**src/tower_cfg.svh**
```systemverilog
`ifndef TOWER_CFG_SVH
`define TOWER_CFG_SVH

// map geometry
`define GRID_W 16
`define FLOORS 4

`define COORD_W 4
`define FLOOR_W 2

// floor on top, then y, then x
`define ADDR_W (`FLOOR_W + 2 * `COORD_W)

`define TILE_W 4

// player stats
`define HEALTH_W 16
`define KEYS_W 8

`define INIT_HEALTH 100
`define MONSTER_DAMAGE 30

// spawn cell on floor 0
`define START_X 1
`define START_Y 1

`endif

```
**src/tile_pkg.sv**
```systemverilog
`default_nettype none

`include "tower_cfg.svh"

package tile_pkg;

  // one cell coordinate on the grid
  typedef logic [`COORD_W-1:0] coord_t;

  // {floor, y, x}
  typedef logic [`ADDR_W-1:0] map_addr_t;

  // tile codes as stored in the map RAM
  typedef enum logic [`TILE_W-1:0] {
    tile_floor   = 4'd0,
    tile_wall    = 4'd1,
    tile_key     = 4'd2,
    tile_door    = 4'd3,
    tile_monster = 4'd4,
    tile_stairs  = 4'd5
  } tile_t;

endpackage

`default_nettype wire

```
**src/player_pkg.sv**
```systemverilog
`default_nettype none

`include "tower_cfg.svh"

package player_pkg;

  typedef enum logic [2:0] {
    dir_none,
    dir_left,
    dir_down,
    dir_up,
    dir_right
  } dir_t;

  typedef logic [`HEALTH_W-1:0] health_t;
  typedef logic [`KEYS_W-1:0]   keys_t;
  typedef logic [`FLOOR_W-1:0]  floor_t;

  // interaction sequence
  typedef enum logic [1:0] {
    st_idle,
    st_read,
    st_decide
  } act_state_t;

  // what a move does to the player
  typedef enum logic [2:0] {
    out_move,
    out_take_key,
    out_open_door,
    out_fight,
    out_climb,
    out_blocked
  } outcome_t;

endpackage

`default_nettype wire

```
**src/player_stats.sv**
```systemverilog
`timescale 1ns/100ps
`default_nettype none

`include "tower_cfg.svh"

module player_stats (
  input  wire                       clk,
  input  wire                       rst_n,
  input  wire                       apply,
  input  wire player_pkg::outcome_t outcome,
  input  wire tile_pkg::coord_t     new_x,
  input  wire tile_pkg::coord_t     new_y,
  output tile_pkg::coord_t          player_x,
  output tile_pkg::coord_t          player_y,
  output player_pkg::health_t       health,
  output player_pkg::keys_t         key_num,
  output player_pkg::floor_t        floor
);

  logic step;

  // every outcome but climb and blocked moves the player
  always_comb begin
    case (outcome)
      player_pkg::out_move,
      player_pkg::out_take_key,
      player_pkg::out_open_door,
      player_pkg::out_fight: begin
        step = 1'b1;
      end
      default: begin
        step = 1'b0;
      end
    endcase
  end

  always_ff @(posedge clk or negedge rst_n) begin
    if (!rst_n) begin
      player_x <= tile_pkg::coord_t'(`START_X);
      player_y <= tile_pkg::coord_t'(`START_Y);
      health   <= player_pkg::health_t'(`INIT_HEALTH);
      key_num  <= '0;
      floor    <= '0;
    end else if (apply) begin
      if (step) begin
        player_x <= new_x;
        player_y <= new_y;
      end
      case (outcome)
        player_pkg::out_take_key: begin
          key_num <= key_num + 1'b1;
        end
        player_pkg::out_open_door: begin
          key_num <= key_num - 1'b1;
        end
        player_pkg::out_fight: begin
          health <= health - player_pkg::health_t'(`MONSTER_DAMAGE);
        end
        player_pkg::out_climb: begin
          // same x and y on the floor above
          floor <= floor + 1'b1;
        end
        default: begin
        end
      endcase
    end
  end

endmodule

`default_nettype wire

```
**config.mk**
```make
export PLATFORM = sky130hd
export DESIGN_NAME = player_stats
export DESIGN_NICKNAME = d
export VERILOG_FILES = /design/src/tile_pkg.sv /design/src/player_pkg.sv /design/src/player_stats.sv
export VERILOG_INCLUDE_DIRS = /design/src
export SDC_FILE = /design/constraint.sdc
export NUM_CORES = 1
export LEC_CHECK = 0
export ABC_CLOCK_PERIOD_IN_PS = 1800
export BUFFER_PORTS_ARGS = -buffer_cell sky130_fd_sc_hd__clkbuf_2
export CAP_MARGIN = 15
export CORE_MARGIN = 5
export CORE_UTILIZATION = 45
export DETAILED_ROUTE_END_ITERATION = 10
export HOLD_SLACK_MARGIN = 0.1
export PLACE_DENSITY = 0.72
export SLEW_MARGIN = 0
export SYNTH_ARGS = -nofsm -noshare
export SYNTH_HDL_FRONTEND = slang
export SYNTH_SLANG_ARGS = --single-unit
export TNS_END_PERCENT = 10
```
**constraint.sdc**
```tcl
create_clock -name clk -period 1.8 [get_ports clk]
set_input_delay 0.45 -clock clk [delete_from_list [all_inputs] [get_ports clk]]
set_output_delay 0.45 -clock clk [all_outputs]
set_load 0.03 [all_outputs]
```
==> impl_results.md, run 1 <==
- Detailed Route Iter0 Violations: 55
- Vias: 1373
- Top cells by area, synth: dfrtp_1 (42%), dfstp_2 (7.8%), mux2_2 (6.0%)
- Final count of negative-setup-slack endpoints: 4
- Routed len/inst: 14.6 um
- Post-synth ARST share: 1.00
- Clock root buffer: clkbuf_8
- Worst setup SP type: input port
- Initial Util: 0.464
- Reg power frac: 0.370
- RSZ-0062 raised after global routing: yes
- Outcome: finished, violations left
- Pwr Density: 1660 mW/mm2
- Total negative slack: -617 ps
- LEAKAGE: 0.00110 uW
- Peak supply drop: 0.656 mV
- Initial antenna violation count: 0
- Layout cells sized above 1: 0.475
- Input/output buffers: 46
- CTS tree: yes
- Clock Latency Late Sink: 290 ps
- NetSw: 1770 uW
- Hold WC Path Type: input port to asynchronous set/reset pin
- Die X: 71.2 um
- Final setup margin: -246 ps
- Most common cell after layout, fill and taps aside: clkbuf_2
- Part of the cycle the worst path needs: 1.14
- Antenna cells: 0
- YS warnings: 0
- Vias in the first global route: 1446
- Cell variety after synth: 37
- Core Region: 0.00363 mm2
- Detailed placer's ending HPWL: 3060 um
- CTS Sinks: 33
- Max Fclk: 489 MHz
- Global-route wire length before repair: 6920 um
- Chip height: 71.2 um
- Detailed-route DRC error count: 0
- Mean Syn Cell Area: 11.6 um2
- CP arrival: 2270 ps
- Hold Buf Count CTS: 0
- Crit Path Class: input port to flop
- Routability cong.: 0.841
- GRT Util Overall: 0.171
- DR vias/cell: 5.14
- Synth top area share: 0.415
- Placed cell count: 259
- Part of the power in the clock network: 0.144
- Post-CTS setup buffer count: 0
- Max Root-Sink Buffers: 2
- Clk pin slew, worst setup/hold paths: 70 ps
- Most frequent cells in the layout: clkbuf_2 (46), dfrtp_1 (28), buf_4 (21)
- FP Rows: 22
- Post-synth top flop: dfrtp_1
- Register area share after synthesis: 0.493
- Slew HR: 0.663
- Cell area after synthesis: 0.00169 mm2
- Post-Layout Cell Count: 267
- Yosys reg bits: 33
- Cell Area, Placed: 0.00220 mm2
- Count of flip-flops with a built-in enable after synthesis: 0
- Post-Syn Instances: 146
- Die ar.: 0.00507 mm2
- GR Overflow Total: 0
- TritonCTS buffer count: 5
- Post-DRT Antenna Nets: 0
- Finished Cell Area: 0.00230 mm2
- Slew Limit Fails: 0
- Req. time, crit path: 2020 ps
- Combinational group share of total power: 0.486
- CP max FO: 6
- Routed wire length: 3900 um
- Post-layout min period: 2050 ps
- Yosys top cell by area: dfrtp_1
- Initial DRT Pass Iterations: 4
- Clock skew: 8.75 ps
- Crit end category: flop
- Area Growth Syn to Fin: 36.3%
- Pin count of the biggest net entering global routing: 18
- Nets@finish: 240
- Measured slew at the worst slew-check pin: 506 ps
- Final-report hold violation count: 0
- Syn_nets: 168
- Final core utilization: 0.633
- Sw Ratio: 0.462
- Failing checks: setup timing
- Max-cap violations: 0
- # IOs: 48
- Htree depth: 2
- Int Power: 2060 uW
[critical path, cell delays in order]
cell      delay, ps
clkbuf_2         90
or3b_4          430
inv_8           110
ha_4            210
a211oi_4        200
nor3_1           70
or4_1           470
nand2_1          90
xor2_1          140
[power by group through the flow]
stage | logic (uW) | registers (uW) | clock network, uW
finish | 1860 | 1410 | 552
global route | 2000 | 1470 | 602
CTS | 1860 | 1420 | 570
detailed placement | 1840 | 1430 | 0
global placement | 1790 | 1410 | 0
floorplan | 621 | 1980 | 0
[metal layers]
| metal | wire length (um) | GRT usage | up-vias | part of all wire |
|---|---|---|---|---|
| li1 | - | - | 654 | - |
| met1 | 1560 | 0.208 | 678 | 0.40 |
| met2 | 2070 | 0.292 | 34 | 0.53 |
| met3 | 207 | 0.0379 | 7 | 0.053 |
| met4 | 67 | 0.0710 | 0 | 0.017 |
| met5 | 0 | 0 | - | 0 |
[cell families (layout without fill, tap and decap cells)]
kind of cell	Yosys count	after routing	synth area share
other	1	1	0.00222
AO/OA/AOI/OAI	21	21	0.0861
buffers and inverters	7	80	0.0178
AND/OR/NAND/NOR	45	45	0.162
flip-flops	33	33	0.493
multiplexers	9	9	0.0601
adder cells (fa/ha/maj)	8	8	0.0638
XOR/XNOR	22	22	0.114
[per-stage QoR]
stage	setup WS, ps	hold slack (ps)	power (uW)
6_report	-246	112	3830
3_3_place_gp	-500	433	3200
2_1_floorplan	-366	154	2600
5_1_grt	-326	143	4080
3_5_place_dp	-529	439	3270
4_1_cts	-219	121	3850
[state kept, by name, indices dropped and copies added (netlist names)]
| name | count |
|---|---|
| health | 15 |
| key_num | 8 |
| player_x | 4 |
| player_y | 4 |
| floor | 2 |
[cell usage after synthesis (2+ instances only)]
master     n
or4_1      2
inv_1      4
nor3b_1    2
dfrtp_1   28
nand3_1    2
nand2b_1   3
nor2b_1    2
and3_1     3
xnor2_1   11
nor2_1     5
xor2_1    11
dfstp_2    5
nand3b_1   2
nor3_2     2
a211oi_1   4
o21ai_0   10
ha_1       7
nand2_1   14
mux2_2     9
a21oi_1    3
[layout make-up]
type	instances	area [um2]
Multi-Input combinational cell	106	890
Timing Repair Buffer	68	408
Clock buffer	5	68.8
Sequential cell	33	832
Clock inverter	3	17.5
Tap cell	48	60.1
Inverter	4	22.5
Fill cell	316	1340
[path summary, 6_finish.rpt]
| check | to | cells after the start | from | slack [ps] |
|---|---|---|---|---|
| min in group clk | player_x[1] | 2 | new_x[1] | 390 |
| setup / recovery | key_num[7] | 9 | outcome[2] | -250 |
| hold / removal | key_num[4] | 1 | rst_n | 110 |
| max in group asynchronous | player_x[0] | 2 | rst_n | 1130 |
| hold reg to reg | floor[1] | 1 | floor[1] | 470 |
| setup reg to reg | key_num[7] | 6 | key_num[1] | 30 |
[what timing repair did]
| action | 4_1_cts | 5_1_grt |
|---|---|---|
| pin swaps | 3 | 0 |
| gates resized for setup | 2 | 2 |
| endpoints found under the setup margin | 4 | 4 |
Note: power is estimated with default switching activity, not from simulation.
==> run 2, diff against run 1 <==
ABC_AREA = 1   (was not set)
CORE_UTILIZATION = 31   (was 45)
PLACE_DENSITY = 0.52   (was 0.72)
SLEW_MARGIN = 25   (was 0)
==> impl_results.md, run 2 <==
- Outcome: finished clean
- Max Root-Sink Buffers: 2 (unchanged)
- Req. time, crit path: 1970 ps (-50 ps)
- Area Growth Syn to Fin: 27.8%
- Initial antenna violation count: 0 (unchanged)
- Worst r2r dst: key_num[7]
- Clock root buffer: clkbuf_8
- Part of the cycle the worst path needs: 0.905 (-0.232)
- TritonCTS buffer count: 5 (unchanged)
- Max reg flops: 15 (unchanged)
- Mean Syn Cell Area: 7.99 um2 (-31%)
- Part of the power in the clock network: 0.156 (+0.012)
- FF-to-FF setup slack: 310 ps (+280 ps)
- Overall Power: 3480 uW (-8.9%)
- Cell area after synthesis: 0.00188 mm2 (+11%)
- Initial Util: 0.317 (-0.147)
- Routed len/inst: 11.3 um (-23%)
- Final core utilization: 0.406 (-0.227)
- Hold Buf Count CTS: 0 (unchanged)
- R2r startpoint: key_num[2]
- FF-to-FF path depth: 8 (+2)
- Top cells by area, synth: dfrtp_1 (37%), nand2_1 (17%), dfstp_2 (7.0%)
- Post-synth ARST share: 1.00 (unchanged)
- Layout cells sized above 1: 0.292 (-0.183)
- Most frequent cells in the layout: nand2_1 (87), clkbuf_2 (46), inv_1 (28), dfrtp_1 (28)
- Post-Syn Instances: 235 (+61%)
- Synth top area share: 0.373 (-0.0423)
- LEAKAGE: 0.00136 uW (+24%)
- Antenna cells: 0 (unchanged)
- Int Power: 1870 uW (-9.2%)
- FP Rows: 28 (+27%)
- Final-report hold violation count: 0 (unchanged)
- Syn_nets: 257 (+53%)
- WP depth: 12 (+3)
- Hold WC Path Type: input port to asynchronous set/reset pin
- Cell mode on critical path: nand2_1
- Xor-xnor portion of the synthesized cell area: 0.0653 (-0.0490)
- CTS tree: yes
- CTS Sinks: 33 (unchanged)
- Nets@finish: 326 (+36%)
- Peak supply drop: 0.605 mV (-7.7%)
- Clock Latency Late Sink: 280 ps (about the same)
- Detailed-route DRC error count: 0 (unchanged)
- GR Overflow Total: 0 (unchanged)
- Die X: 87.8 um (+23%)
- Cell variety after synth: 25 (-32%)
- Compound-Gate Fraction of Synth Area: 0.0373 (-0.0487)
- Worst path cell trace: clkbuf_2 -> nor2_1 -> nand2_1 -> inv_2 -> ha_1 -> or2_2 -> nand3_1 -> nand2_1 -> nand2_1 -> nand2_1 -> nand2_1 -> nand2_1
- Count of flip-flops with a built-in enable after synthesis: 0 (unchanged)
- Die ar.: 0.00771 mm2 (+52%)
- Pwr Density: 1450 mW/mm2 (-13%)
- Vias in the first global route: 1666 (+15%)
- Register area share after synthesis: 0.443 (-0.0503)
- Clock skew: 11.0 ps (+2.27 ps)
- Chip height: 87.8 um (+23%)
- Input/output buffers: 46 (unchanged)
- Post-layout min period: 1630 ps (-417 ps)
- DR vias/cell: 4.35 (-15%)
- Crit-path slowest cell: or2_2
- Post-synth top flop: dfrtp_1
- Filler cells: 632 (+100%)
- Synth Area in Simple Gates: 0.322 (+0.159)
- Cts repair resizes: 0 (-2)
- Post-synthesis mux area share: 0 (-0.0601)
- Max-cap violations: 0 (unchanged)
- GRT Util Overall: 0.122 (-0.0494)
- Routed wire length: 4290 um (+10%)
- Global-route wire length before repair: 7490 um (+8.3%)
- Sw Ratio: 0.464 (+0.00170)
- Post-DRT Antenna Nets: 0 (unchanged)
- Yosys reg bits: 33 (unchanged)
- Routability cong.: 0.840 (-0.15%)
- Yosys top cell by area: dfrtp_1
- # IOs: 48 (unchanged)
- Core Region: 0.00592 mm2 (+63%)
- CP max FO: 5 (-1)
- Htree depth: 2 (unchanged)
- Commonest cells in the netlist: nand2_1 (87), inv_1 (29), dfrtp_1 (28)
- Post-CTS setup buffer count: 0 (unchanged)
- Reg power frac: 0.354 (-0.016)
- Final count of negative-setup-slack endpoints: 0 (-4)
- RSZ-0062 raised after global routing: no
- Synth Area in Adders: 0.0573 (-0.00650)
- Slew Limit Fails: 0 (unchanged)
- NetSw: 1620 uW (-8.6%)
- Worst setup SP type: input port
- Biggest register: health
- CP arrival: 1800 ps (-470 ps)
- Detailed placer's ending HPWL: 3340 um (+8.9%)
- Total negative slack: 0 ps (+617 ps)
- Most common cell in the netlist: nand2_1
- Crit path from: outcome[2]
- Pin count of the biggest net entering global routing: 34 (+16)
- CP peak stage delay: 300 ps (-170 ps)
- Vias: 1653 (+20%)
- Clk pin slew, worst setup/hold paths: 70 ps (about the same)
- Combinational group share of total power: 0.490 (+0.004)
- Max Fclk: 614 MHz (+26%)
- Reg area: 832 um2 (unchanged)
- Initial DRT Pass Iterations: 4 (unchanged)
- Largest registers: health (15), key_num (8)
- Crit Path Class: input port to flop
- Crit end category: flop
- Cell family with most CP delay: simple AND/OR/NAND/NOR gates
- Largest family of logic cells by synthesized area: simple AND/OR/NAND/NOR gates
- Most common cell after layout, fill and taps aside: nand2_1
- Multi-input logic area: 908 um2 (+2.1%)
- YS warnings: 0 (unchanged)
- Detailed Route Iter0 Violations: 81 (+47%)
- Worst Path Buf+Inv: 2 (unchanged)
==> run 2: worst max path at each step <==
stage                       to  slack (ps)
CTS                 key_num[7]         160
finish              key_num[7]         170
detailed placement  key_num[7]        -130
floorplan           key_num[7]          20
global route        key_num[7]           5
global placement    key_num[7]        -110
==> run 2: through the flow <==
stage                     worst slack (ps)  instances  area (um2)  hold slack [ps]
after floorplan                       18.0        235        1880              154
after global routing                  4.71        380        2400              239
after global placement                -114        372        2320              452
after detailed placement              -134        372        2320              452
after CTS                              163        380        2400              211
final                                  171        380        2400              195
==> run 2: cell families after synthesis <==
family          count (synthesis)
simple gates                  135
fa+ha+maj                       8
flops                          33
compound gates                 11
buf+inv                        33
other cells                     1
xor+xnor                       14
==> run 2: cell type report <==
type / instances / area share
Clock buffer: 6 / 0.0302
Clock inverter: 2 / 0.00417
Inverter: 31 / 0.0495
Multi-Input combinational cell: 169 / 0.378
Sequential cell: 33 / 0.347
Tap cell: 75 / 0.0391
Timing Repair Buffer: 64 / 0.152
==> run 2: per-layer routing <==
layer | vias to the layer above | share of wire | global-route usage
met3 | 2 | 0.052 | 0.0245
met5 | - | 0 | 0
met1 | 750 | 0.49 | 0.161
met4 | 0 | 0.0061 | 0.0418
li1 | 865 | - | -
met2 | 36 | 0.45 | 0.199
==> run 2: power groups by stage <==
stage          Sequential, uW  Combinational [uW]  Clock [uW]
2_1_floorplan            1680                 718           0
3_3_place_gp             1260                1720           0
3_5_place_dp             1250                1730           0
4_1_cts                  1240                1730         567
5_1_grt                  1280                1900         601
6_report                 1230                1710         543
