**config.mk**
```make
export PLATFORM = sky130hd
export DESIGN_NAME = tile_interact
export DESIGN_NICKNAME = d
export VERILOG_FILES = /design/src/tile_pkg.sv /design/src/player_pkg.sv /design/src/tile_interact.sv
export VERILOG_INCLUDE_DIRS = /design/src
export SDC_FILE = /design/constraint.sdc
export NUM_CORES = 1
export LEC_CHECK = 0
export BUFFER_PORTS_ARGS = -buffer_cell sky130_fd_sc_hd__buf_2
export CAP_MARGIN = 20
export CORE_UTILIZATION = 33
export CTS_CLUSTER_DIAMETER = 60
export DETAILED_ROUTE_END_ITERATION = 8
export PLACE_DENSITY = 0.86
export SYNTH_ARGS = -nofsm -noshare
export SYNTH_HDL_FRONTEND = slang
export SYNTH_SLANG_ARGS = --single-unit
export TNS_END_PERCENT = 50
```
**constraint.sdc**
```tcl
create_clock -name clk -period 1.5 [get_ports clk]
set_input_delay 0.15 -clock clk [delete_from_list [all_inputs] [get_ports clk]]
set_output_delay 0.15 -clock clk [all_outputs]
set_load 0.1 [all_outputs]
```
**src/tower_cfg.svh**
```systemverilog
`ifndef TOWER_CFG_SVH
`define TOWER_CFG_SVH

// map geometry
`define GRID_W 16
`define FLOORS 4

`define COORD_W 4
`define FLOOR_W 2

// floor on top, then y, then x
`define ADDR_W (`FLOOR_W + 2 * `COORD_W)

`define TILE_W 4

// player stats
`define HEALTH_W 16
`define KEYS_W 8

`define INIT_HEALTH 100
`define MONSTER_DAMAGE 30

// spawn cell on floor 0
`define START_X 1
`define START_Y 1

`endif

```
**src/tile_pkg.sv**
```systemverilog
`default_nettype none

`include "tower_cfg.svh"

package tile_pkg;

  // one cell coordinate on the grid
  typedef logic [`COORD_W-1:0] coord_t;

  // {floor, y, x}
  typedef logic [`ADDR_W-1:0] map_addr_t;

  // tile codes as stored in the map RAM
  typedef enum logic [`TILE_W-1:0] {
    tile_floor   = 4'd0,
    tile_wall    = 4'd1,
    tile_key     = 4'd2,
    tile_door    = 4'd3,
    tile_monster = 4'd4,
    tile_stairs  = 4'd5
  } tile_t;

endpackage

`default_nettype wire

```
**src/player_pkg.sv**
```systemverilog
`default_nettype none

`include "tower_cfg.svh"

package player_pkg;

  typedef enum logic [2:0] {
    dir_none,
    dir_left,
    dir_down,
    dir_up,
    dir_right
  } dir_t;

  typedef logic [`HEALTH_W-1:0] health_t;
  typedef logic [`KEYS_W-1:0]   keys_t;
  typedef logic [`FLOOR_W-1:0]  floor_t;

  // interaction sequence
  typedef enum logic [1:0] {
    st_idle,
    st_read,
    st_decide
  } act_state_t;

  // what a move does to the player
  typedef enum logic [2:0] {
    out_move,
    out_take_key,
    out_open_door,
    out_fight,
    out_climb,
    out_blocked
  } outcome_t;

endpackage

`default_nettype wire

```
**src/tile_interact.sv**
```systemverilog
`timescale 1ns/100ps
`default_nettype none

`include "tower_cfg.svh"

module tile_interact (
  input  wire                     clk,
  input  wire                     rst_n,
  input  wire                     move,
  input  wire tile_pkg::coord_t   target_x,
  input  wire tile_pkg::coord_t   target_y,
  input  wire player_pkg::floor_t floor,
  input  wire player_pkg::health_t health,
  input  wire player_pkg::keys_t  key_num,
  input  wire tile_pkg::tile_t    rd_tile,
  output logic                    busy,
  output tile_pkg::map_addr_t     rd_addr,
  output logic                    wr_en,
  output tile_pkg::map_addr_t     wr_addr,
  output tile_pkg::tile_t         wr_tile,
  output logic                    apply,
  output player_pkg::outcome_t    outcome,
  output tile_pkg::coord_t        new_x,
  output tile_pkg::coord_t        new_y
);

  player_pkg::act_state_t state;
  player_pkg::act_state_t state_nxt;
  tile_pkg::coord_t       tx_q;
  tile_pkg::coord_t       ty_q;
  tile_pkg::map_addr_t    held_addr;
  logic                   clear_tile;

  always_ff @(posedge clk or negedge rst_n) begin
    if (!rst_n) begin
      state <= player_pkg::st_idle;
    end else begin
      state <= state_nxt;
    end
  end

  always_comb begin
    state_nxt = state;
    case (state)
      player_pkg::st_idle: begin
        if (move) begin
          state_nxt = player_pkg::st_read;
        end
      end
      player_pkg::st_read: begin
        state_nxt = player_pkg::st_decide;
      end
      default: begin
        state_nxt = player_pkg::st_idle;
      end
    endcase
  end

  // hold the target for the rest of the sequence
  always_ff @(posedge clk) begin
    if (state == player_pkg::st_idle && move) begin
      tx_q <= target_x;
      ty_q <= target_y;
    end
  end

  assign held_addr = {floor, ty_q, tx_q};

  // read goes out in the move cycle, address is then held
  assign rd_addr = (state == player_pkg::st_idle) ? {floor, target_y, target_x} : held_addr;

  assign busy = move | (state != player_pkg::st_idle);

  // game rules
  always_comb begin
    outcome    = player_pkg::out_blocked;
    clear_tile = 1'b0;
    case (rd_tile)
      tile_pkg::tile_floor: begin
        outcome = player_pkg::out_move;
      end
      tile_pkg::tile_key: begin
        outcome    = player_pkg::out_take_key;
        clear_tile = 1'b1;
      end
      tile_pkg::tile_door: begin
        if (key_num != '0) begin
          outcome    = player_pkg::out_open_door;
          clear_tile = 1'b1;
        end
      end
      tile_pkg::tile_monster: begin
        // only fights that leave the player alive
        if (health > player_pkg::health_t'(`MONSTER_DAMAGE)) begin
          outcome    = player_pkg::out_fight;
          clear_tile = 1'b1;
        end
      end
      tile_pkg::tile_stairs: begin
        if (floor < player_pkg::floor_t'(`FLOORS - 1)) begin
          outcome = player_pkg::out_climb;
        end
      end
      default: begin
        outcome = player_pkg::out_blocked;
      end
    endcase
  end

  assign apply   = (state == player_pkg::st_decide);
  assign wr_en   = apply & clear_tile;
  assign wr_addr = held_addr;
  assign wr_tile = tile_pkg::tile_floor;
  assign new_x   = tx_q;
  assign new_y   = ty_q;

endmodule

`default_nettype wire

```
==> results of run 1 <==
-- stage by stage --
stage / hold WS [ns] / total power [mW] / TNS [ns] / utilization / setup WS [ns]
floorplan: -0.146 / 1.21 / -1.92 / - / -0.339
global placement: -0.0648 / 1.48 / -0.139 / 0.630 / -0.0744
detailed placement: -0.0622 / 1.49 / -0.251 / 0.630 / -0.106
CTS: 0.0772 / 1.71 / -1.29 / 0.671 / -0.140
global route: 0.0691 / 1.77 / -1.90 / 0.679 / -0.200
finish: 0.0811 / 1.71 / -1.20 / 0.679 / -0.133
-- power by group --
group / switching (mW) / internal (mW) / total [mW] / leakage (nW)
clock network: 0.0886 / 0.0957 / 0.184 / 0.0154
logic: 0.820 / 0.351 / 1.17 / 0.555
registers: 0.0217 / 0.332 / 0.353 / 0.0999
total: 0.930 / 0.778 / 1.71 / 0.670
-- cells by family (layout without fill, tap and decap cells) --
group | Yosys count | count (layout)
other | 1 | 4
multiplexers | 8 | 8
buffers and inverters | 16 | 85
AND/OR/NAND/NOR | 22 | 22
AO/OA/AOI/OAI | 10 | 10
flip-flops | 10 | 10
-- routing by layer --
| metal | share of wire | up-vias |
|---|---|---|
| li1 | - | 371 |
| met1 | 0.35 | 361 |
| met2 | 0.59 | 31 |
| met3 | 0.037 | 6 |
| met4 | 0.029 | 0 |
| met5 | 0 | - |
-- final timing paths --
check,slack [ns],to,cells after the start,from
max,-0.13,rd_addr[1],4,state[1]$_DFFE_PN0P_
min,0.08,new_x[0]$_DFFE_PP_,1,target_x[0]
max reg2reg,0.29,new_x[2]$_DFFE_PP_,3,state[1]$_DFFE_PN0P_
min reg2reg,0.61,state[1]$_DFFE_PN0P_,2,state[1]$_DFFE_PN0P_
max in group asynchronous,1.17,state[1]$_DFFE_PN0P_,2,rst_n
min in group asynchronous,0.22,state[0]$_DFFE_PN0P_,2,rst_n
-- synthesized netlist by cell type --
master and n:
or2_2 1, nor2b_1 4, nor4_1 2, or4_4 2, o211ai_1 1, nor3b_1 1
dfrtp_1 2, o211a_1 1, a21o_1 2, o2bb2ai_1 1, edfxtp_1 8, nand2_1 4
mux2_2 8, conb_1 1, and2_1 2, nor2_2 1, a21oi_1 1, buf_4 16
or3_1 1, a211oi_1 1, a31o_1 1, o21bai_1 1, nor3_1 1, nor2_1 1
o21ai_1 1, nand3_1 2
-- flip-flops by register name (all words and copies together) (netlist names) --
name   count
state      2
new_x      4
new_y      4
-- cell type report --
class	count	area [µm²]	area share
sequential	10	292	0.214
timing repair buffer	81	638	0.469
clock inverter	1	3.75	0.00276
clock buffer	3	22.5	0.0166
multi-input combinational	44	370	0.272
tap	27	33.8	0.0248
-- placed cells by master (no fill, tap or decap), types with 3 or more instances in the layout --
cell	n
nand2_1	4
conb_1	4
mux2_4	7
clkbuf_4	3
buf_6	4
buf_4	3
buf_12	13
nor2b_1	3
buf_2	60
edfxtp_1	8
-- what timing repair did --
item | CTS | global route
hold endpoints to repair | 2 | 0
cloned | 0 | 0
setup endpoints to repair | 12 | 13
hold buffers | 1 | 0
setup buffers | 2 | 1
gates resized for setup | 8 | 3
pin swaps | 2 | 2
==> out/results.txt, run 1 <==
# IOs - 79
DRC Markers - 0
H-tree depth - 1
grt met2 use - 0.376
Setup CP Type - reg2out
Synthesis Warnings - 0
Initial Util - 0.356
share of layout cells above drive strength 1 - 0.734
Setup crit start kind - register
clock transition at the registers of the reported paths - 0.07 ns
synthesized cell area - 712 µm²
met3 Use GR - 0.0283
WL per Instance - 12.2 µm
Buf/Inv on CP - 2
worst hold path class - in2reg
ant diodes - 0
met1 Resource Use GR - 0.193
top post-synthesis cells by area - edfxtp_1, buf_4, mux2_2, dfrtp_1, nor2b_1
synth-to-layout area growth - 91.0%
CTS Buffer Depth - 2
main combinational cell family by area after synthesis - simple AND/OR/NAND/NOR gates
CP max stage delay - 0.44 ns
CTS tree - built
top cell type's share of synthesized area - 0.337
minimum clock period - 1.63 ns
Worst Path Arrival - 1.48 ns
initial antenna violation count - 0
Mapped Cells - 67
final hold vios - 0
First-pass DRT Iterations - 4
Top Usage Layer GRT - met2
cell area after layout - 1360 µm²
die height - 48.4 µm
PortBufs - 74
Cell Rows - 16
core area - 2000 µm²
Final WS setup - -0.133 ns
Post-Synth XOR/XNOR Area - 0
antenna-violating nets left - 0
Fillers - 157
Worst Path Max Fanout - 5
Max IR drop VDD - 788 µV
violated checks - negative setup slack
Synth Area in Adders - 0
fin. max-slew vios - 0
cell taking the most area after synthesis - edfxtp_1
vias in the first global route - 799
Post-Place Cells - 158
PwrDens - 1260 nW/µm²
Peak Freq - 0.612 GHz
clock sink count - 10
largest net degree at the start of global routing - 9
Distinct cells, synth - 26
FF+latch count, synth - 10
initial DRC count - 11
proportion of synthesized area in mux cells - 0.127
Global Route Usage Sum - 0.187
gpl congestion - 0.821
Final Cycle Share - 1.09
compound-gate portion of the synthesized area - 0.105
Crit path max-delay family - flip-flops
skew final - 0.00687 ns
drt via density - 4.63
Syn Area/Cell - 10.6 µm²
max cap viols - 0
final wirelength - 2020 µm
first-pass GRT wire length - 3510 µm
leakage - 0.670 nW
CP required - 1.35 ns
Die Wd - 48.4 µm
simple-gate share of the synthesized area - 0.186
RSZ-0062 raised after global routing - yes
CTS Buf Count - 3
Slowest-stage cell, CP - dfrtp_2
clock latency at the later pin of the worst-skew pair - 0.25 ns
Critical Path End Type - output pin
die area - 2350 µm²
Setup Viol. Count Final - 12
critical-path cell list - nor2_4 -> buf_6 -> mux2_4 -> buf_12
CTS Root Buffer Type - clkbuf_4
Post-Place Cell Area - 1260 µm²
routed via count - 769
gr ovfl total - 0
Final Non-Filler Cells - 166
register area share after synthesis - 0.408
fin nets - 181
status - finished with violations
Note: power is estimated with default switching activity, not from simulation.
==> run 2, diff against run 1 <==
--- a/config.mk
+++ b/config.mk
@@ -8,10 +8,11 @@
 export LEC_CHECK = 0
 export BUFFER_PORTS_ARGS = -buffer_cell sky130_fd_sc_hd__buf_2
 export CAP_MARGIN = 20
-export CORE_UTILIZATION = 33
+export CORE_UTILIZATION = 35
+export CTS_BUF_LIST = sky130_fd_sc_hd__clkbuf_2 sky130_fd_sc_hd__clkbuf_4 sky130_fd_sc_hd__clkbuf_8
 export CTS_CLUSTER_DIAMETER = 60
 export DETAILED_ROUTE_END_ITERATION = 8
-export PLACE_DENSITY = 0.86
+export PLACE_DENSITY = 0.9
 export SYNTH_ARGS = -nofsm -noshare
 export SYNTH_HDL_FRONTEND = slang
 export SYNTH_SLANG_ARGS = --single-unit
==> constraint.sdc (replaced) <==
create_clock -name clk -period 1.5 [get_ports clk]
set_input_delay 0 -clock clk [delete_from_list [all_inputs] [get_ports clk]]
set_output_delay 0 -clock clk [all_outputs]
set_load 0.1 [all_outputs]
==> out/results.txt, run 2 (synthesized netlist as in run 1, its figures left out) <==
die height - 47.1 µm (was 48.4 µm)
final wirelength - 2240 µm (was 2020 µm)
clock latency at the later pin of the worst-skew pair - 0.26 ns (was 0.25 ns)
clock sink count - 10 (unchanged)
max cap viols - 0 (unchanged)
status - finished with violations (unchanged)
violated checks - negative setup slack (unchanged)
Final Cycle Share - 1.01 (was 1.09)
Max IR drop VDD - 985 µV (was 788 µV)
ant diodes - 0 (unchanged)
leakage - 0.670 nW (about the same)
switching part of the total power - 0.550 (was 0.544)
synth-to-layout area growth - 93.1% (was 91.0%)
PwrDens - 1230 nW/µm² (was 1260 nW/µm²)
total chip power - 1.69 mW (was 1.71 mW)
Setup Viol. Count Final - 5 (was 12)
First-pass DRT Iterations - 4 (unchanged)
die area - 2220 µm² (was 2350 µm²)
HPWL Detailed - 1680 µm
CTS tree - built (unchanged)
setup TNS - -0.0376 ns (was -1.20 ns)
Final Non-Filler Cells - 173 (was 166)
fin. max-slew vios - 0 (unchanged)
WL per Instance - 13.0 µm (was 12.2 µm)
first-pass GRT wire length - 3210 µm (was 3510 µm)
Peak Freq - 0.661 GHz (was 0.612 GHz)
power share of the clock group - 0.124 (was 0.108)
DRC Markers - 0 (unchanged)
final hold vios - 0 (unchanged)
initial antenna violation count - 0 (unchanged)
routed via count - 818 (was 769)
skew final - 0.00441 ns (was 0.00687 ns)
Setup CP Type - reg2out (unchanged)
Initial Util - 0.391 (was 0.356)
core area - 1820 µm² (was 2000 µm²)
CP required - 1.50 ns (was 1.35 ns)
flop-to-flop setup slack - 0.21 ns (was 0.29 ns)
antenna-violating nets left - 0 (unchanged)
commonest non-fill, non-tap cells in the layout - buf_2, dlygate4sd3_1, edfxtp_1 (was buf_2, buf_12, edfxtp_1)
CTS Root Buffer Type - clkbuf_4 (unchanged)
Worst Path Arrival - 1.51 ns (was 1.48 ns)
Post-Place Cells - 155 (was 158)
CTS Buf Count - 3 (unchanged)
actual slew at the worst max-slew pin - 0.546 ns
Critical Path End Type - output pin (unchanged)
H-tree depth - 1 (unchanged)
relative slew slack - 0.634
Logic pwr share - 0.665 (was 0.685)
drt via density - 4.73 (was 4.63)
share of layout cells above drive strength 1 - 0.696 (was 0.734)
worst hold path class - in2async (was in2reg)
most common cell after layout, fill and taps aside - buf_2 (unchanged)
internal power - 761 µW (was 778 µW)
Final WS setup - -0.0123 ns (was -0.133 ns)
Global Route Usage Sum - 0.206 (was 0.187)
Die Wd - 47.1 µm (was 48.4 µm)
PortBufs - 74 (unchanged)
vias in the first global route - 785 (was 799)
net switching power - 929 µW (was 930 µW)
# IOs - 79 (unchanged)
hold slack final - 0.0496 ns (was 0.0811 ns)
largest net degree at the start of global routing - 9 (unchanged)
gpl congestion - 0.733 (was 0.821)
RSZ-0062 raised after global routing - yes (unchanged)
fin nets - 190 (was 181)
Reg power frac - 0.211 (was 0.207)
Cell Rows - 15 (was 16)
Worst Path Max Fanout - 6 (was 5)
CTS Buffer Depth - 2 (unchanged)
clock transition at the registers of the reported paths - 0.06 ns (was 0.07 ns)
minimum clock period - 1.51 ns (was 1.63 ns)
gr ovfl total - 0 (unchanged)
initial DRC count - 13 (was 11)
fin util - 0.755 (was 0.679)
Setup crit start kind - register (unchanged)
==> run 2: cell types whose count changed in the layout (fill, tap and decap cells not counted), sizes merged <==
| cell | previous run | this run |
|---|---|---|
| buf | 80 | 79 |
| clkinv | 1 | 0 |
| clkbuf | 3 | 5 |
| dlygate4sd3 | 1 | 10 |
==> run 2: worst paths after layout <==
| kind | end | startpoint | depth (start not counted) |
|---|---|---|---|
| setup / recovery | rd_addr[4] | state[0]$_DFFE_PN0P_ | 4 |
| setup reg to reg | new_y[1]$_DFFE_PP_ | state[0]$_DFFE_PN0P_ | 2 |
| max in group asynchronous | state[0]$_DFFE_PN0P_ | rst_n | 2 |
| min in group clk | wr_addr[8] | floor[0] | 2 |
| hold reg to reg | state[1]$_DFFE_PN0P_ | state[1]$_DFFE_PN0P_ | 1 |
| hold / removal | state[1]$_DFFE_PN0P_ | rst_n | 2 |
==> run 2: critical path, stage by stage (launching register included) <==
cell	delay (ns)
dfrtp_2	0.44
nor2_4	0.14
buf_6	0.14
mux2_2	0.34
buf_6	0.19
==> run 2: area by class of cell <==
cell class                 instances  area [µm²]
tap                               25        31.3
sequential                        10         293
clock buffer                       4        30.0
fill                             132         445
timing repair buffer              90         664
multi-input combinational         44         357
==> run 2: stage by stage <==
stage | worst slack (ns) | instance area [µm²]
floorplan | -0.0922 | 747
global placement | 0.198 | 1150
detailed placement | 0.150 | 1150
CTS | -0.0196 | 1350
global route | -0.0675 | 1380
finish | -0.0123 | 1380
==> run 2: routing by layer <==
layer	vias up	routed length, µm	global-route usage
li1	388	-	-
met1	382	819	0.195
met2	46	1270	0.444
met3	2	135	0.0423
met4	0	15	0.0343
met5	-	0	0
==> run 2: power groups by stage <==
stage,sequential (mW),clock (mW),combinational (mW)
3_5_place_dp,0.358,0,1.03
2_1_floorplan,0.478,0,0.714
5_1_grt,0.361,0.230,1.16
4_1_cts,0.350,0.213,1.11
3_3_place_gp,0.354,0,1.02
6_report,0.357,0.209,1.12
==> run 2: timing repair <==
action                     in CTS  in global routing
setup buffers                   3                  1
hold endpoints to repair       11                  0
gates resized for setup        13                  8
setup endpoints to repair       6                 11
hold buffers                   10                  0
pin swaps                       1                  0
