==> config.mk <==
export PLATFORM = sky130hd
export DESIGN_NAME = move_decode
export DESIGN_NICKNAME = d
export VERILOG_FILES = /design/src/tile_pkg.sv /design/src/player_pkg.sv /design/src/move_decode.sv
export VERILOG_INCLUDE_DIRS = /design/src
export SDC_FILE = /design/constraint.sdc
export NUM_CORES = 1
export LEC_CHECK = 0
export ABC_CLOCK_PERIOD_IN_PS = 2250
export BUFFER_PORTS_ARGS = -buffer_cell sky130_fd_sc_hd__clkbuf_2
export CAP_MARGIN = 15
export CORE_MARGIN = 2
export CORE_UTILIZATION = 48
export DETAILED_ROUTE_END_ITERATION = 10
export PLACE_DENSITY = 0.75
export SETUP_SLACK_MARGIN = 0.3
export SLEW_MARGIN = 10
export SYNTH_ARGS = -nofsm -noshare
export SYNTH_HDL_FRONTEND = slang
export SYNTH_SLANG_ARGS = --single-unit
export TNS_END_PERCENT = 5
==> constraint.sdc <==
create_clock -name clk -period 2.25 [get_ports clk]
set_input_delay 0.45 -clock clk [delete_from_list [all_inputs] [get_ports clk]]
set_output_delay 0.45 -clock clk [all_outputs]
set_load 0.02 [all_outputs]
==> src/tower_cfg.svh <==
`ifndef TOWER_CFG_SVH
`define TOWER_CFG_SVH

// map geometry
`define GRID_W 16
`define FLOORS 4

`define COORD_W 4
`define FLOOR_W 2

// floor on top, then y, then x
`define ADDR_W (`FLOOR_W + 2 * `COORD_W)

`define TILE_W 4

// player stats
`define HEALTH_W 16
`define KEYS_W 8

`define INIT_HEALTH 100
`define MONSTER_DAMAGE 30

// spawn cell on floor 0
`define START_X 1
`define START_Y 1

`endif

==> src/tile_pkg.sv <==
`default_nettype none

`include "tower_cfg.svh"

package tile_pkg;

  // one cell coordinate on the grid
  typedef logic [`COORD_W-1:0] coord_t;

  // {floor, y, x}
  typedef logic [`ADDR_W-1:0] map_addr_t;

  // tile codes as stored in the map RAM
  typedef enum logic [`TILE_W-1:0] {
    tile_floor   = 4'd0,
    tile_wall    = 4'd1,
    tile_key     = 4'd2,
    tile_door    = 4'd3,
    tile_monster = 4'd4,
    tile_stairs  = 4'd5
  } tile_t;

endpackage

`default_nettype wire

==> src/player_pkg.sv <==
`default_nettype none

`include "tower_cfg.svh"

package player_pkg;

  typedef enum logic [2:0] {
    dir_none,
    dir_left,
    dir_down,
    dir_up,
    dir_right
  } dir_t;

  typedef logic [`HEALTH_W-1:0] health_t;
  typedef logic [`KEYS_W-1:0]   keys_t;
  typedef logic [`FLOOR_W-1:0]  floor_t;

  // interaction sequence
  typedef enum logic [1:0] {
    st_idle,
    st_read,
    st_decide
  } act_state_t;

  // what a move does to the player
  typedef enum logic [2:0] {
    out_move,
    out_take_key,
    out_open_door,
    out_fight,
    out_climb,
    out_blocked
  } outcome_t;

endpackage

`default_nettype wire

==> src/move_decode.sv <==
`timescale 1ns/100ps
`default_nettype none

`include "tower_cfg.svh"

module move_decode (
  input  wire                   clk,
  input  wire                   rst_n,
  input  wire [3:0]             kbd,
  input  wire                   busy,
  input  wire tile_pkg::coord_t player_x,
  input  wire tile_pkg::coord_t player_y,
  output logic                  move,
  output tile_pkg::coord_t      target_x,
  output tile_pkg::coord_t      target_y
);

  logic [3:0]       kbd_q;
  logic [3:0]       kbd_qq;
  logic [3:0]       rise;
  player_pkg::dir_t dir;
  tile_pkg::coord_t nx;
  tile_pkg::coord_t ny;
  logic             step_ok;

  // kbd is {right, up, down, left}
  always_ff @(posedge clk or negedge rst_n) begin
    if (!rst_n) begin
      kbd_q  <= '0;
      kbd_qq <= '0;
    end else begin
      kbd_q  <= kbd;
      kbd_qq <= kbd_q;
    end
  end

  assign rise = kbd_q & ~kbd_qq;

  // left wins, then down, up, right
  always_comb begin
    if (rise[0]) begin
      dir = player_pkg::dir_left;
    end else if (rise[1]) begin
      dir = player_pkg::dir_down;
    end else if (rise[2]) begin
      dir = player_pkg::dir_up;
    end else if (rise[3]) begin
      dir = player_pkg::dir_right;
    end else begin
      dir = player_pkg::dir_none;
    end
  end

  // neighbour cell, no wrap at the edges
  always_comb begin
    nx      = player_x;
    ny      = player_y;
    step_ok = 1'b0;
    case (dir)
      player_pkg::dir_left: begin
        step_ok = (player_x != '0);
        nx      = player_x - 1'b1;
      end
      player_pkg::dir_right: begin
        step_ok = (player_x != tile_pkg::coord_t'(`GRID_W - 1));
        nx      = player_x + 1'b1;
      end
      player_pkg::dir_up: begin
        step_ok = (player_y != '0);
        ny      = player_y - 1'b1;
      end
      player_pkg::dir_down: begin
        step_ok = (player_y != tile_pkg::coord_t'(`GRID_W - 1));
        ny      = player_y + 1'b1;
      end
      default: begin
        step_ok = 1'b0;
      end
    endcase
  end

  // presses during busy are lost
  always_ff @(posedge clk or negedge rst_n) begin
    if (!rst_n) begin
      move <= 1'b0;
    end else begin
      move <= step_ok & ~busy;
    end
  end

  always_ff @(posedge clk) begin
    target_x <= nx;
    target_y <= ny;
  end

endmodule

`default_nettype wire

==> results of run 1 <==
layer usage:
layer	vias up	GRT usage [%]	wire length, µm	share of wire (%)
li1	285	-	-	-
met1	276	18.4	566	39
met2	18	29.7	769	53
met3	5	3.33	80	5.5
met4	0	10.3	34	2.3
met5	-	0	0	0
layout make-up:
cell class | count | share of cell area, %
multi-input combinational | 43 | 41.2
sequential | 17 | 37.3
timing repair buffer | 30 | 16.5
clock buffer | 3 | 2.18
tap | 16 | 1.94
clock inverter | 1 | 0.485
inverter | 1 | 0.364
flip-flops by register name, summed over array words and instances, names as in the netlist:
signal	count
kbd_qq	4
kbd_q	4
target_y	4
target_x	4
move	1
power by group through the flow:
stage	Sequential, mW	Clock, mW	Combinational [mW]
final	0.340	0.164	0.158
after global routing	0.343	0.179	0.173
after CTS	0.341	0.168	0.147
after detailed placement	0.347	0	0.140
after global placement	0.346	0	0.134
after floorplan	0.373	0	0.0590
worst max-delay path: stages (launching register included):
cell	delay [ns]
sky130_fd_sc_hd__dfrtp_1	0.41
sky130_fd_sc_hd__nor2b_4	0.15
sky130_fd_sc_hd__nor4_4	0.29
sky130_fd_sc_hd__inv_2	0.09
sky130_fd_sc_hd__buf_4	0.14
sky130_fd_sc_hd__fa_2	0.34
sky130_fd_sc_hd__xor2_1	0.15
sky130_fd_sc_hd__mux2_1	0.28
kinds of logic (layout without fill, tap and decap cells):
| family | after synthesis | in the layout | share of synthesized area (%) |
|---|---|---|---|
| adder cells (fa/ha/maj) | 6 | 6 | 11.8 |
| buffers and inverters | 1 | 35 | 0.491 |
| XOR/XNOR | 6 | 6 | 6.89 |
| multiplexers | 5 | 5 | 7.05 |
| AO/OA/AOI/OAI | 10 | 10 | 7.54 |
| AND/OR/NAND/NOR | 16 | 16 | 15.7 |
| flip-flops | 17 | 17 | 50.5 |
final timing paths:
| kind | start | end | slack [ns] | cells past startpoint |
|---|---|---|---|---|
| worst min-delay path | kbd[3] | kbd_q[3] | 0.25 | 1 |
| worst max register to register | kbd_q[0] | target_x[2] | 0.31 | 7 |
| max in group asynchronous | rst_n | kbd_qq[0] | 1.54 | 2 |
| worst min register to register | kbd_q[2] | kbd_qq[2] | 0.39 | 0 |
| worst max-delay path | kbd_q[0] | target_x[2] | 0.31 | 7 |
| min in group asynchronous | rst_n | kbd_qq[3] | 0.52 | 2 |
cells in the mapped netlist:
cell type and number:
sky130_fd_sc_hd__dfrtp_1 9, sky130_fd_sc_hd__dfxtp_1 8, sky130_fd_sc_hd__a21oi_1 5, sky130_fd_sc_hd__ha_1 4
sky130_fd_sc_hd__xnor2_1 4, sky130_fd_sc_hd__a21o_1 3, sky130_fd_sc_hd__nor4_1 3, sky130_fd_sc_hd__fa_1 2
sky130_fd_sc_hd__mux2_1 2, sky130_fd_sc_hd__mux2i_1 2, sky130_fd_sc_hd__nand2_1 2, sky130_fd_sc_hd__nand2b_1 2
sky130_fd_sc_hd__nand4_1 2, sky130_fd_sc_hd__nor2b_4 2, sky130_fd_sc_hd__xor2_1 2, sky130_fd_sc_hd__inv_1 1
sky130_fd_sc_hd__mux2_2 1, sky130_fd_sc_hd__nor2_2 1, sky130_fd_sc_hd__nor2b_2 1, sky130_fd_sc_hd__nor3_2 1
sky130_fd_sc_hd__nor3b_1 1, sky130_fd_sc_hd__o21ai_0 1, sky130_fd_sc_hd__o21ai_1 1, sky130_fd_sc_hd__or3b_1 1
per-stage QoR:
stage               hold WS (ns)  util (%)  instances
floorplan                  0.154         -         61
global placement           0.308      60.0        100
detailed placement         0.310      60.0        100
CTS                        0.255      64.5        107
global route               0.249      68.5        111
finish                     0.253      68.5        111
repair_timing:
| item | in CTS | in global routing |
|---|---|---|
| endpoints found under the hold margin | 9 | 0 |
| buffers inserted | 2 | 4 |
| hold buffers | 1 | 0 |
| gates resized for setup | 2 | 5 |
| endpoints found under the setup margin | 3 | 4 |
| pin swaps | 1 | 4 |
==> results.md, run 1 <==
| Result | Reported | Unit |
|---|---|---|
| Outcome | finished clean | - |
| Cts bufs inserted | 3 | - |
| Pint | 469 | µW |
| Clk_lat worst skew | 0.29 | ns |
| Post-synthesis sequential area ratio | 50.5 | % |
| Most common cell after layout, fill and taps aside | sky130_fd_sc_hd__clkbuf_2 | - |
| Switch Pwr | 194 | µW |
| Layout net count | 117 | - |
| Cell area after layout | 0.00103 | mm² |
| Routed length per instance | 13.1 | µm |
| Number of detailed-route iterations in the first pass | 2 | - |
| Die area | 0.00193 | mm² |
| Fraction of power spent switching nets | 29.3 | % |
| Areal power density over the cells | 642 | mW/mm² |
| Floorplan core area | 0.00151 | mm² |
| Worst setup margin | 0.309 | ns |
| Post-synthesis area per instance | 12.5 | µm² |
| Unrepaired setup endpoints after global routing | yes | - |
| Longest Clk Path Bufs | 2 | - |
| Total of endpoints with negative setup slack in the final report | 0 | - |
| Aggregate routed wire length | 1450 | µm |
| Layout Area Growth over Synthesis | 35.2 | % |
| Share of power burned in the clock network | 24.8 | % |
| Worst Tran Pin Value | 0.344 | ns |
| Final number of max-transition violations | 0 | - |
| Final-layout setup total negative slack | 0 | ns |
| Initial antenna violation count | 0 | - |
| Number of rows created at floorplan | 14 | - |
| F_max | 515 | MHz |
| Reg area | 385 | µm² |
| Post-placement worst setup slack | 0.132 | ns |
| Port Buf Inserts | 23 | - |
| Required time worst endpoint | 2.44 | ns |
| Cell accounting for the most synthesized area | sky130_fd_sc_hd__dfrtp_1 | - |
| Library cell used as clock root buffer | sky130_fd_sc_hd__clkbuf_4 | - |
| Clock edge transition at the registers on the reported setup and hold paths | 0.10 | ns |
| Global-route wire length before repair | 2360 | µm |
| Minimum clock period | 1.94 | ns |
| Path type of the worst setup path | reg2reg | - |
| GR Overflow Total | 0 | - |
| IR drop worst, VDD | 390 | µV |
| Critical Path Fanout Max | 3 | - |
| #FFs+latches synth | 17 | - |
| Via-to-Cell Ratio | 5.26 | - |
| Post-route clock period utilization | 86.3 | % |
| H-Tree Depth | 1 | - |
| Overall via count from detail_route | 584 | - |
| Area of the multi-input gates | 425 | µm² |
| Inserted Diodes | 0 | - |
| Total placed instance area | 905 | µm² |
| Share of post-route cells with drive strength above 1 | 47.4 | % |
| Final hold vios | 0 | - |
| Leakage power of the design | 0.479 | nW |
| Clock tree from TritonCTS | built | - |
| Remaining DRCs | 0 | - |
| Top-level I/O count | 24 | - |
| Overall die height | 43.9 | µm |
| Instance count of the mapped netlist | 61 | - |
| Sink count of the clock tree | 17 | - |
| Unique masters post-synth | 24 | - |
| Starting DRT DRC Count | 1 | - |
| Fraction of power consumed by sequential logic | 51.4 | % |
| Count of nets left with antenna violations after detail routing | 0 | - |
| Overall routing resource usage | 16.9 | % |
| Slew margin rel. | 76.9 | % |
| Maximum capacitance violations | 0 | - |
| Post-synthesis instance area | 763 | µm² |
| Area share of the leading cell type in the synthesized netlist | 29.5 | % |
| Signal arrival time at the worst endpoint | 2.13 | ns |
| Initial cell density of the core | 50.7 | % |
| Sum of internal, switching and leakage power | 662 | µW |
| Synthesized net count | 82 | - |
| Hold Crit Class | in2reg | - |
| Part of the total power dissipated in combinational logic | 23.9 | % |
| Last weighted congestion value of the routability-driven placer | 0.712 | - |
| Floorplan die width | 43.9 | µm |
| Maximum number of pins on one net before global-route repair | 11 | - |
| Highest-count cells in the layout ignoring fill and taps | 23 x sky130_fd_sc_hd__clkbuf_2, 9 x sky130_fd_sc_hd__dfrtp_1, 8 x sky130_fd_sc_hd__dfxtp_1 | - |
| Post-route clock skew | 0.00511 | ns |
| Fill cell count | 119 | - |
| Critical Path End Type | flop | - |
| Cell types occupying the most area after synthesis | sky130_fd_sc_hd__dfrtp_1 30%, sky130_fd_sc_hd__dfxtp_1 21%, sky130_fd_sc_hd__ha_1 6.6% | - |
| Yosys synthesis warning count | 0 | - |
| Element type at the critical path start | flop | - |
| Via count of the first global-routing pass | 581 | - |
(Power assumes the default switching activity.)
==> run 2: changes to the inputs <==
ABC_AREA = 1   (was default)
CORE_UTILIZATION = 50   (was 48)
PLACE_DENSITY = 0.76   (was 0.75)
SKIP_LAST_GASP = 1   (was default)
==> results.md, run 2 <==
| Result | Reported | Unit | Change |
|---|---|---|---|
| GR Overflow Total | 0 | - | unchanged |
| Ys flop type | sky130_fd_sc_hd__dfrtp_1 | - |  |
| Compound-gate portion of the synthesized area | 4.14 | % | -3.4 points |
| Areal power density over the cells | 634 | mW/mm² | -1.2% |
| Cell area after layout | 0.00105 | mm² | +1.7% |
| Count of nets left with antenna violations after detail routing | 0 | - | unchanged |
| Aggregate routed wire length | 1380 | µm | -4.9% |
| Slew margin rel. | 85.7 | % | +8.8 points |
| Cts bufs inserted | 3 | - | unchanged |
| Final number of max-transition violations | 0 | - | unchanged |
| Clk_lat worst skew | 0.29 | ns | about the same |
| Instance count of the mapped netlist | 99 | - | +62% |
| Highest-count cells in the layout ignoring fill and taps | 23 x sky130_fd_sc_hd__clkbuf_2, 21 x sky130_fd_sc_hd__nand2_1, 11 x sky130_fd_sc_hd__inv_1 | - |  |
| Layout Area Growth over Synthesis | 19.7 | % |  |
| Critical Path Fanout Max | 6 | - | +3 |
| Post-route clock period utilization | 78.4 | % | -7.9 points |
| # Post-CTS Setup Buffers | 0 | - | -2 |
| Initial cell density of the core | 51.9 | % | +1.3 points |
| Unrepaired setup endpoints after global routing | no | - |  |
| Post-synthesis instance area | 877 | µm² | +15% |
| Unique masters post-synth | 23 | - | -4.2% |
| Overall via count from detail_route | 697 | - | +19% |
| Post-synthesis sequential area ratio | 43.9 | % | -6.6 points |
| Crit Reg-Reg Startpoint | kbd_q[0] | - |  |
| Fraction of synthesis flops using an asynchronous set or reset pin | 52.9 | % | unchanged |
| Worst Tran Pin Value | 0.214 | ns | -0.130 ns |
| Total placed instance area | 0.00101 | mm² | +12% |
| Minimum clock period | 1.76 | ns | -0.177 ns |
| Cell accounting for the most synthesized area | sky130_fd_sc_hd__dfrtp_1 | - |  |
| Final-layout setup total negative slack | 0 | ns | unchanged |
| #FFs+latches synth | 17 | - | unchanged |
| Starting DRT DRC Count | 6 | - | +5 |
| Signal arrival time at the worst endpoint | 1.95 | ns | -0.18 ns |
| Path type of the worst setup path | reg2reg | - |  |
| Total of endpoints with negative setup slack in the final report | 0 | - | unchanged |
| Post-route insts no fill | 144 | - | +30% |
| Post-Synth Adder-Cell Area | 10.3 | % | -1.5 points |
| Clock edge transition at the registers on the reported setup and hold paths | 0.09 | ns | about the same |
| Floorplan core area | 0.00169 | mm² | +12% |
| Maximum capacitance violations | 0 | - | unchanged |
| Leakage power of the design | 0.565 | nW | +18% |
| Required time worst endpoint | 2.44 | ns | about the same |
| Simple-gate share of the synthesized area | 30.8 | % | +15 points |
| Largest family of logic cells by synthesized area | simple AND/OR/NAND/NOR gates | - |  |
| Sum of internal, switching and leakage power | 665 | µW | +0.44% |
| F_max | 567 | MHz | +10% |
| Overall die height | 45.9 | µm | +4.6% |
| Final hold vios | 0 | - | unchanged |
| H-Tree Depth | 1 | - | unchanged |
| Share of synthesized area spent on multiplexers | 0 | % | -7.0 points |
| Longest Clk Path Bufs | 2 | - | unchanged |
| Share of post-route cells with drive strength above 1 | 33.9 | % | -14 points |
| Global-route wire length before repair | 2260 | µm | -4.1% |
| Routed length per instance | 9.58 | µm | -27% |
| Overall routing resource usage | 15.2 | % | -1.6 points |
| Number of enable flip-flop cells after synthesis | 0 | - | unchanged |
| Xor-xnor portion of the synthesized cell area | 4.85 | % | -2.0 points |
| CP startpoint | kbd_q[0] | - |  |
| Number of rows created at floorplan | 15 | - | +1 |
| Floorplan die width | 45.9 | µm | +4.6% |
| Area share of the leading cell type in the synthesized netlist | 25.7 | % | -3.8 points |
| Die area | 0.00210 | mm² | +9.3% |
| Worst setup margin | 0.486 | ns | +0.177 ns |
| Number of detailed-route iterations in the first pass | 4 | - | +2 |
| Post-Place Cells | 139 | - | +39% |
| Worst reg2reg path depth | 9 | - | +2 |
| Synthesized net count | 120 | - | +46% |
| Total half-perimeter wirelength after legalization and detailed placement | 1150 | µm |  |
| Library cell used as clock root buffer | sky130_fd_sc_hd__clkbuf_4 | - |  |
| Element type at the critical path start | flop | - |  |
| Most frequent cell after synthesis | sky130_fd_sc_hd__nand2_1 | - |  |
| Tightest hold margin | 0.259 | ns | +0.00650 ns |
| Top-level I/O count | 24 | - | unchanged |
| Hold Crit Class | in2reg | - |  |
| Post-placement worst setup slack | 0.484 | ns | +0.351 ns |
| Maximum number of pins on one net before global-route repair | 10 | - | -1 |
| Cell types occupying the most area after synthesis | sky130_fd_sc_hd__dfrtp_1 26%, sky130_fd_sc_hd__dfxtp_1 18%, sky130_fd_sc_hd__nand2_1 9.0% | - |  |
| Clock tree from TritonCTS | built | - |  |
| Critical Path End Type | flop | - |  |
| Initial antenna violation count | 0 | - | unchanged |
| Last weighted congestion value of the routability-driven placer | 0.710 | - | -0.37% |
| Most common cell after layout, fill and taps aside | sky130_fd_sc_hd__clkbuf_2 | - |  |
| Ranking of synthesized cells by instance count | 21 x sky130_fd_sc_hd__nand2_1, 11 x sky130_fd_sc_hd__inv_1, 10 x sky130_fd_sc_hd__nand3_1, 9 x sky130_fd_sc_hd__dfrtp_1, 8 x sky130_fd_sc_hd__dfxtp_1 | - |  |
| IR drop worst, VDD | 445 | µV | +14% |
| Yosys synthesis warning count | 0 | - | unchanged |
| Endpoint of the lowest-slack register-to-register path | target_x[3] | - |  |
| Outcome | finished clean | - |  |
| Inserted Diodes | 0 | - | unchanged |
| Remaining DRCs | 0 | - | unchanged |
| HP Start | kbd[0] | - |  |
| R2R Setup Slk | 0.49 | ns | +0.18 ns |
| Post-synthesis area per instance | 8.86 | µm² | -29% |
| End point of the critical path | target_x[3] | - |  |
| Via-to-Cell Ratio | 4.84 | - | -8.0% |
| Fin util | 62.1 | % | -6.4 points |
| Port Buf Inserts | 23 | - | unchanged |
| Sink count of the clock tree | 17 | - | unchanged |
| Layout net count | 149 | - | +27% |
| Via count of the first global-routing pass | 597 | - | +2.8% |
| Post-route clock skew | 0.00167 | ns | -0.00344 ns |
[run 2: power by group]
| part | total [mW] | internal, mW | switching (mW) |
|---|---|---|---|
| clock network | 0.159 | 0.0690 | 0.0904 |
| registers | 0.341 | 0.331 | 0.00989 |
| logic | 0.165 | 0.0631 | 0.102 |
| total | 0.665 | 0.463 | 0.202 |
[run 2: cells by family (layout without fill, tap and decap cells)]
group                    count (synthesis)  in the layout
AND/OR/NAND/NOR                         52             52
flip-flops                              17             17
XOR/XNOR                                 4              4
buffers and inverters                   14             42
AO/OA/AOI/OAI                            6              6
adder cells (fa/ha/maj)                  6              6
[run 2: layout make-up]
class / instances / area, µm²
Timing Repair Buffer: 24 / 125
Inverter: 14 / 52.6
Multi-Input combinational cell: 68 / 439
Fill cell: 146 / 639
Sequential cell: 17 / 385
Clock buffer: 4 / 26.3
Tap cell: 17 / 21.3
[run 2: routing by layer]
layer / vias up / wire, µm / part of all wire, % / GRT usage, %
met4: 0 / 38 / 2.8 / 10.3
met1: 312 / 601 / 44 / 19.3
met3: 6 / 56 / 4.1 / 3.57
met5: - / 0 / 0 / 0
li1: 362 / - / - / -
met2: 17 / 683 / 50 / 22.8
[run 2: repair_timing]
action	in CTS	in global routing
endpoints found under the hold margin	9	0
resized for setup	0	0
endpoints found under the setup margin	0	0
hold buffers	1	0
[run 2: worst min path at each step]
stage / cells after the start / slack [ns] / to
floorplan: 0 / 0.15 / kbd_q[0]
global placement: 1 / 0.31 / kbd_q[1]
detailed placement: 1 / 0.31 / kbd_q[2]
CTS: 1 / 0.25 / kbd_q[0]
global route: 1 / 0.24 / kbd_q[3]
finish: 1 / 0.26 / kbd_q[0]
[run 2: worst max-delay path, stage by stage (launching register included)]
cell and delay, ns:
sky130_fd_sc_hd__dfrtp_1 0.44, sky130_fd_sc_hd__inv_2 0.09, sky130_fd_sc_hd__nor2_4 0.04, sky130_fd_sc_hd__nor2_2 0.14, sky130_fd_sc_hd__nand2_4 0.11, sky130_fd_sc_hd__ha_1 0.33
sky130_fd_sc_hd__a21oi_1 0.18, sky130_fd_sc_hd__nand2_2 0.09, sky130_fd_sc_hd__o211ai_1 0.18, sky130_fd_sc_hd__nand2_1 0.07
==> run 3: changes to the inputs <==
ABC_AREA = 0   (was 1)
ABC_CLOCK_PERIOD_IN_PS = 1400   (was 2250)
CORE_UTILIZATION = 43   (was 50)
PLACE_DENSITY = 0.71   (was 0.76)
clock period = 1.4 ns   (was 2.25 ns; I/O delays follow)
==> results.md, run 3 (synthesized netlist as in run 1, its figures left out) <==
| Result | Reported | Unit | Change |
|---|---|---|---|
| Die area | 0.00213 | mm² | +1.1% |
| Floorplan core area | 0.00169 | mm² | unchanged |
| Fill cell count | 123 | - | -16% |
| Clock edge transition at the registers on the reported setup and hold paths | 0.10 | ns | about the same |
| Port Buf Inserts | 23 | - | unchanged |
| Critical Path Fanout Max | 5 | - | -1 |
| Switch Pwr | 311 | µW | +54% |
| H-Tree Depth | 1 | - | unchanged |
| Floorplan die width | 46.1 | µm | +0.54% |
| Leakage power of the design | 0.547 | nW | -3.3% |
| Cts bufs inserted | 3 | - | unchanged |
| Fin util | 66.4 | % | +4.3 points |
| Maximum number of pins on one net before global-route repair | 10 | - | unchanged |
| Worst setup margin | -0.475 | ns | -0.961 ns |
| Clk_lat worst skew | 0.29 | ns | about the same |
| Post-route insts no fill | 125 | - | -13% |
| Routed length per instance | 12.1 | µm | +26% |
| Share of power burned in the clock network | 24.2 | % | +0.2 points |
| Buffering stage count on the worst path with inverters included | 7 | - | +6 |
| Clock tree from TritonCTS | built | - |  |
| Worst hold stages | 1 | - | unchanged |
| Last weighted congestion value of the routability-driven placer | 0.863 | - | +22% |
| Violated checks | setup timing | - |  |
| Via-to-Cell Ratio | 5.00 | - | +3.3% |
| Worst Tran Pin Value | 0.250 | ns | +0.0360 ns |
| Element type at the critical path start | flop | - |  |
| Via count of the first global-routing pass | 596 | - | -0.17% |
| Final number of max-transition violations | 0 | - | unchanged |
| Cell depth of the worst setup path | 11 | - | +2 |
| Areal power density over the cells | 973 | mW/mm² | +53% |
| Maximum capacitance violations | 0 | - | unchanged |
| Count of nets left with antenna violations after detail routing | 0 | - | unchanged |
| R2R Setup Slk | -0.48 | ns | -0.96 ns |
| Total of endpoints with negative setup slack in the final report | 6 | - | +6 |
| Post-Place Cells | 113 | - | -19% |
| Share of post-route cells with drive strength above 1 | 51.9 | % | +18 points |
| Fraction of power spent switching nets | 28.5 | % | -1.9 points |
| Area of the multi-input gates | 418 | µm² | -4.8% |
| Layout net count | 130 | - | -13% |
| Final hold vios | 0 | - | unchanged |
| F_max | 533 | MHz | -5.9% |
| Library cell used as clock root buffer | sky130_fd_sc_hd__clkbuf_4 | - |  |
| Pint | 781 | µW | +69% |
| Part of the total power dissipated in combinational logic | 25.6 | % | +0.8 points |
| Number of detailed-route iterations in the first pass | 4 | - | unchanged |
| GR Overflow Total | 0 | - | unchanged |
| Layout Area Growth over Synthesis | 47.0 | % |  |
| Outcome | complete, but fails checks | - |  |
| Most repeated library cell on the critical path | sky130_fd_sc_hd__buf_4 | - |  |
| Total half-perimeter wirelength after legalization and detailed placement | 1070 | µm | -7.2% |
| Signal arrival time at the worst endpoint | 2.10 | ns | +0.15 ns |
| Most common cell after layout, fill and taps aside | sky130_fd_sc_hd__clkbuf_2 | - |  |
| Initial antenna violation count | 0 | - | unchanged |
| Overall routing resource usage | 17.3 | % | +2.0 points |
| Inserted Diodes | 0 | - | unchanged |
| Overall die height | 46.1 | µm | +0.54% |
| Number of rows created at floorplan | 15 | - | unchanged |
| Category of cells accounting for the largest share of critical-path delay | buffers and inverters | - |  |
| Crit path cell chain | nor2b_4 -> nor4_4 -> buf_4 -> buf_4 -> buf_4 -> buf_4 -> buf_4 -> buf_4 -> buf_4 -> mux2i_1 -> xnor2_1 | - |  |
| Slowest-stage cell, CP | sky130_fd_sc_hd__dfrtp_1 | - |  |
| Critical Path End Type | flop | - |  |
| Initial cell density of the core | 45.2 | % | -6.7 points |
| Post-route clock period utilization | 134 | % | +56 points |
| Hold Crit Class | in2reg | - |  |
| Path type of the worst setup path | reg2reg | - |  |
| Top-level I/O count | 24 | - | unchanged |
| Starting DRT DRC Count | 6 | - | unchanged |
| Worst reg2reg path depth | 11 | - | +2 |
| Slew margin rel. | 83.2 | % | -2.6 points |
| Largest stage delay, worst path | 0.40 | ns | -0.04 ns |
| Sink count of the clock tree | 17 | - | unchanged |
| Reg area | 385 | µm² | unchanged |
| Fraction of power consumed by sequential logic | 50.2 | % | -1.1 points |
| Minimum clock period | 1.88 | ns | +0.111 ns |
| Global-route wire length before repair | 2500 | µm | +11% |
| Unrepaired setup endpoints after global routing | yes | - |  |
| IR drop worst, VDD | 552 | µV | +24% |
| Required time worst endpoint | 1.62 | ns | -0.82 ns |
| Longest Clk Path Bufs | 2 | - | unchanged |
| Highest-count cells in the layout ignoring fill and taps | 23 x sky130_fd_sc_hd__clkbuf_2, 19 x sky130_fd_sc_hd__buf_4, 9 x sky130_fd_sc_hd__dfrtp_1 | - |  |
| Aggregate routed wire length | 1510 | µm | +9.4% |
| Overall via count from detail_route | 625 | - | -10% |
| Post-route clock skew | 0.00143 | ns | -0.000240 ns |
| Remaining DRCs | 0 | - | unchanged |
[run 3: changes by cell type in the layout (fill, tap and decap cells not counted), sizes merged, moves of 2 or more]
cell,previous run,this run
nor2b,1,3
nand3,10,0
nand2b,0,2
nor2,11,1
xnor2,2,4
a21o,0,3
nor4,0,3
buf,0,19
inv,13,1
nand2,29,2
a21oi,3,5
mux2i,0,2
mux2,0,3
[run 3: stage by stage]
step	cell area, µm²	power [mW]	TNS (ns)	hold WS (ns)	setup WS [ns]
2_1_floorplan	773	0.697	-1.76	-0.0156	-0.468
3_3_place_gp	1000	0.806	-1.99	0.135	-0.495
6_report	1120	1.09	-2.07	0.0847	-0.475
3_5_place_dp	1000	0.811	-2.20	0.142	-0.584
4_1_cts	1120	1.09	-2.23	0.0834	-0.475
5_1_grt	1120	1.16	-2.66	0.0685	-0.545
[run 3: worst paths after layout]
kind | start | endpoint
max | kbd_qq[2] | target_x[3]
min | kbd[0] | kbd_q[0]
max reg2reg | kbd_qq[2] | target_x[3]
min reg2reg | kbd_q[2] | kbd_qq[2]
max in group asynchronous | rst_n | kbd_qq[2]
min in group asynchronous | rst_n | kbd_q[0]
[run 3: timing repair]
action | in CTS | in global routing
pin swaps | 3 | 3
hold endpoints to repair | 9 | 0
resized for setup | 4 | 1
buffers inserted | 7 | 0
hold buffers | 1 | 0
endpoints found under the setup margin | 10 | 10
[run 3: power groups by stage]
stage / clock network, mW / logic (mW) / registers, mW
finish: 0.264 / 0.280 / 0.548
global route: 0.300 / 0.310 / 0.553
CTS: 0.269 / 0.278 / 0.547
detailed placement: 0 / 0.254 / 0.557
global placement: 0 / 0.250 / 0.556
floorplan: 0 / 0.0977 / 0.600
[run 3: area by class of cell]
class	instances	share of cell area, %
inverters	1	0.334
repair buffers	43	23.9
flip-flops and latches	17	34.3
clock buffers	4	2.34
well taps	17	1.90
multi-input cells	43	37.2
[run 3: per-layer routing]
| layer | vias to the layer above | GRT usage, % | share of wire [%] |
|---|---|---|---|
| li1 | 314 | - | - |
| met2 | 24 | 25.6 | 47 |
| met5 | - | 0 | 0 |
| met1 | 282 | 22.8 | 45 |
| met3 | 5 | 5.10 | 5.5 |
| met4 | 0 | 8.57 | 2.3 |
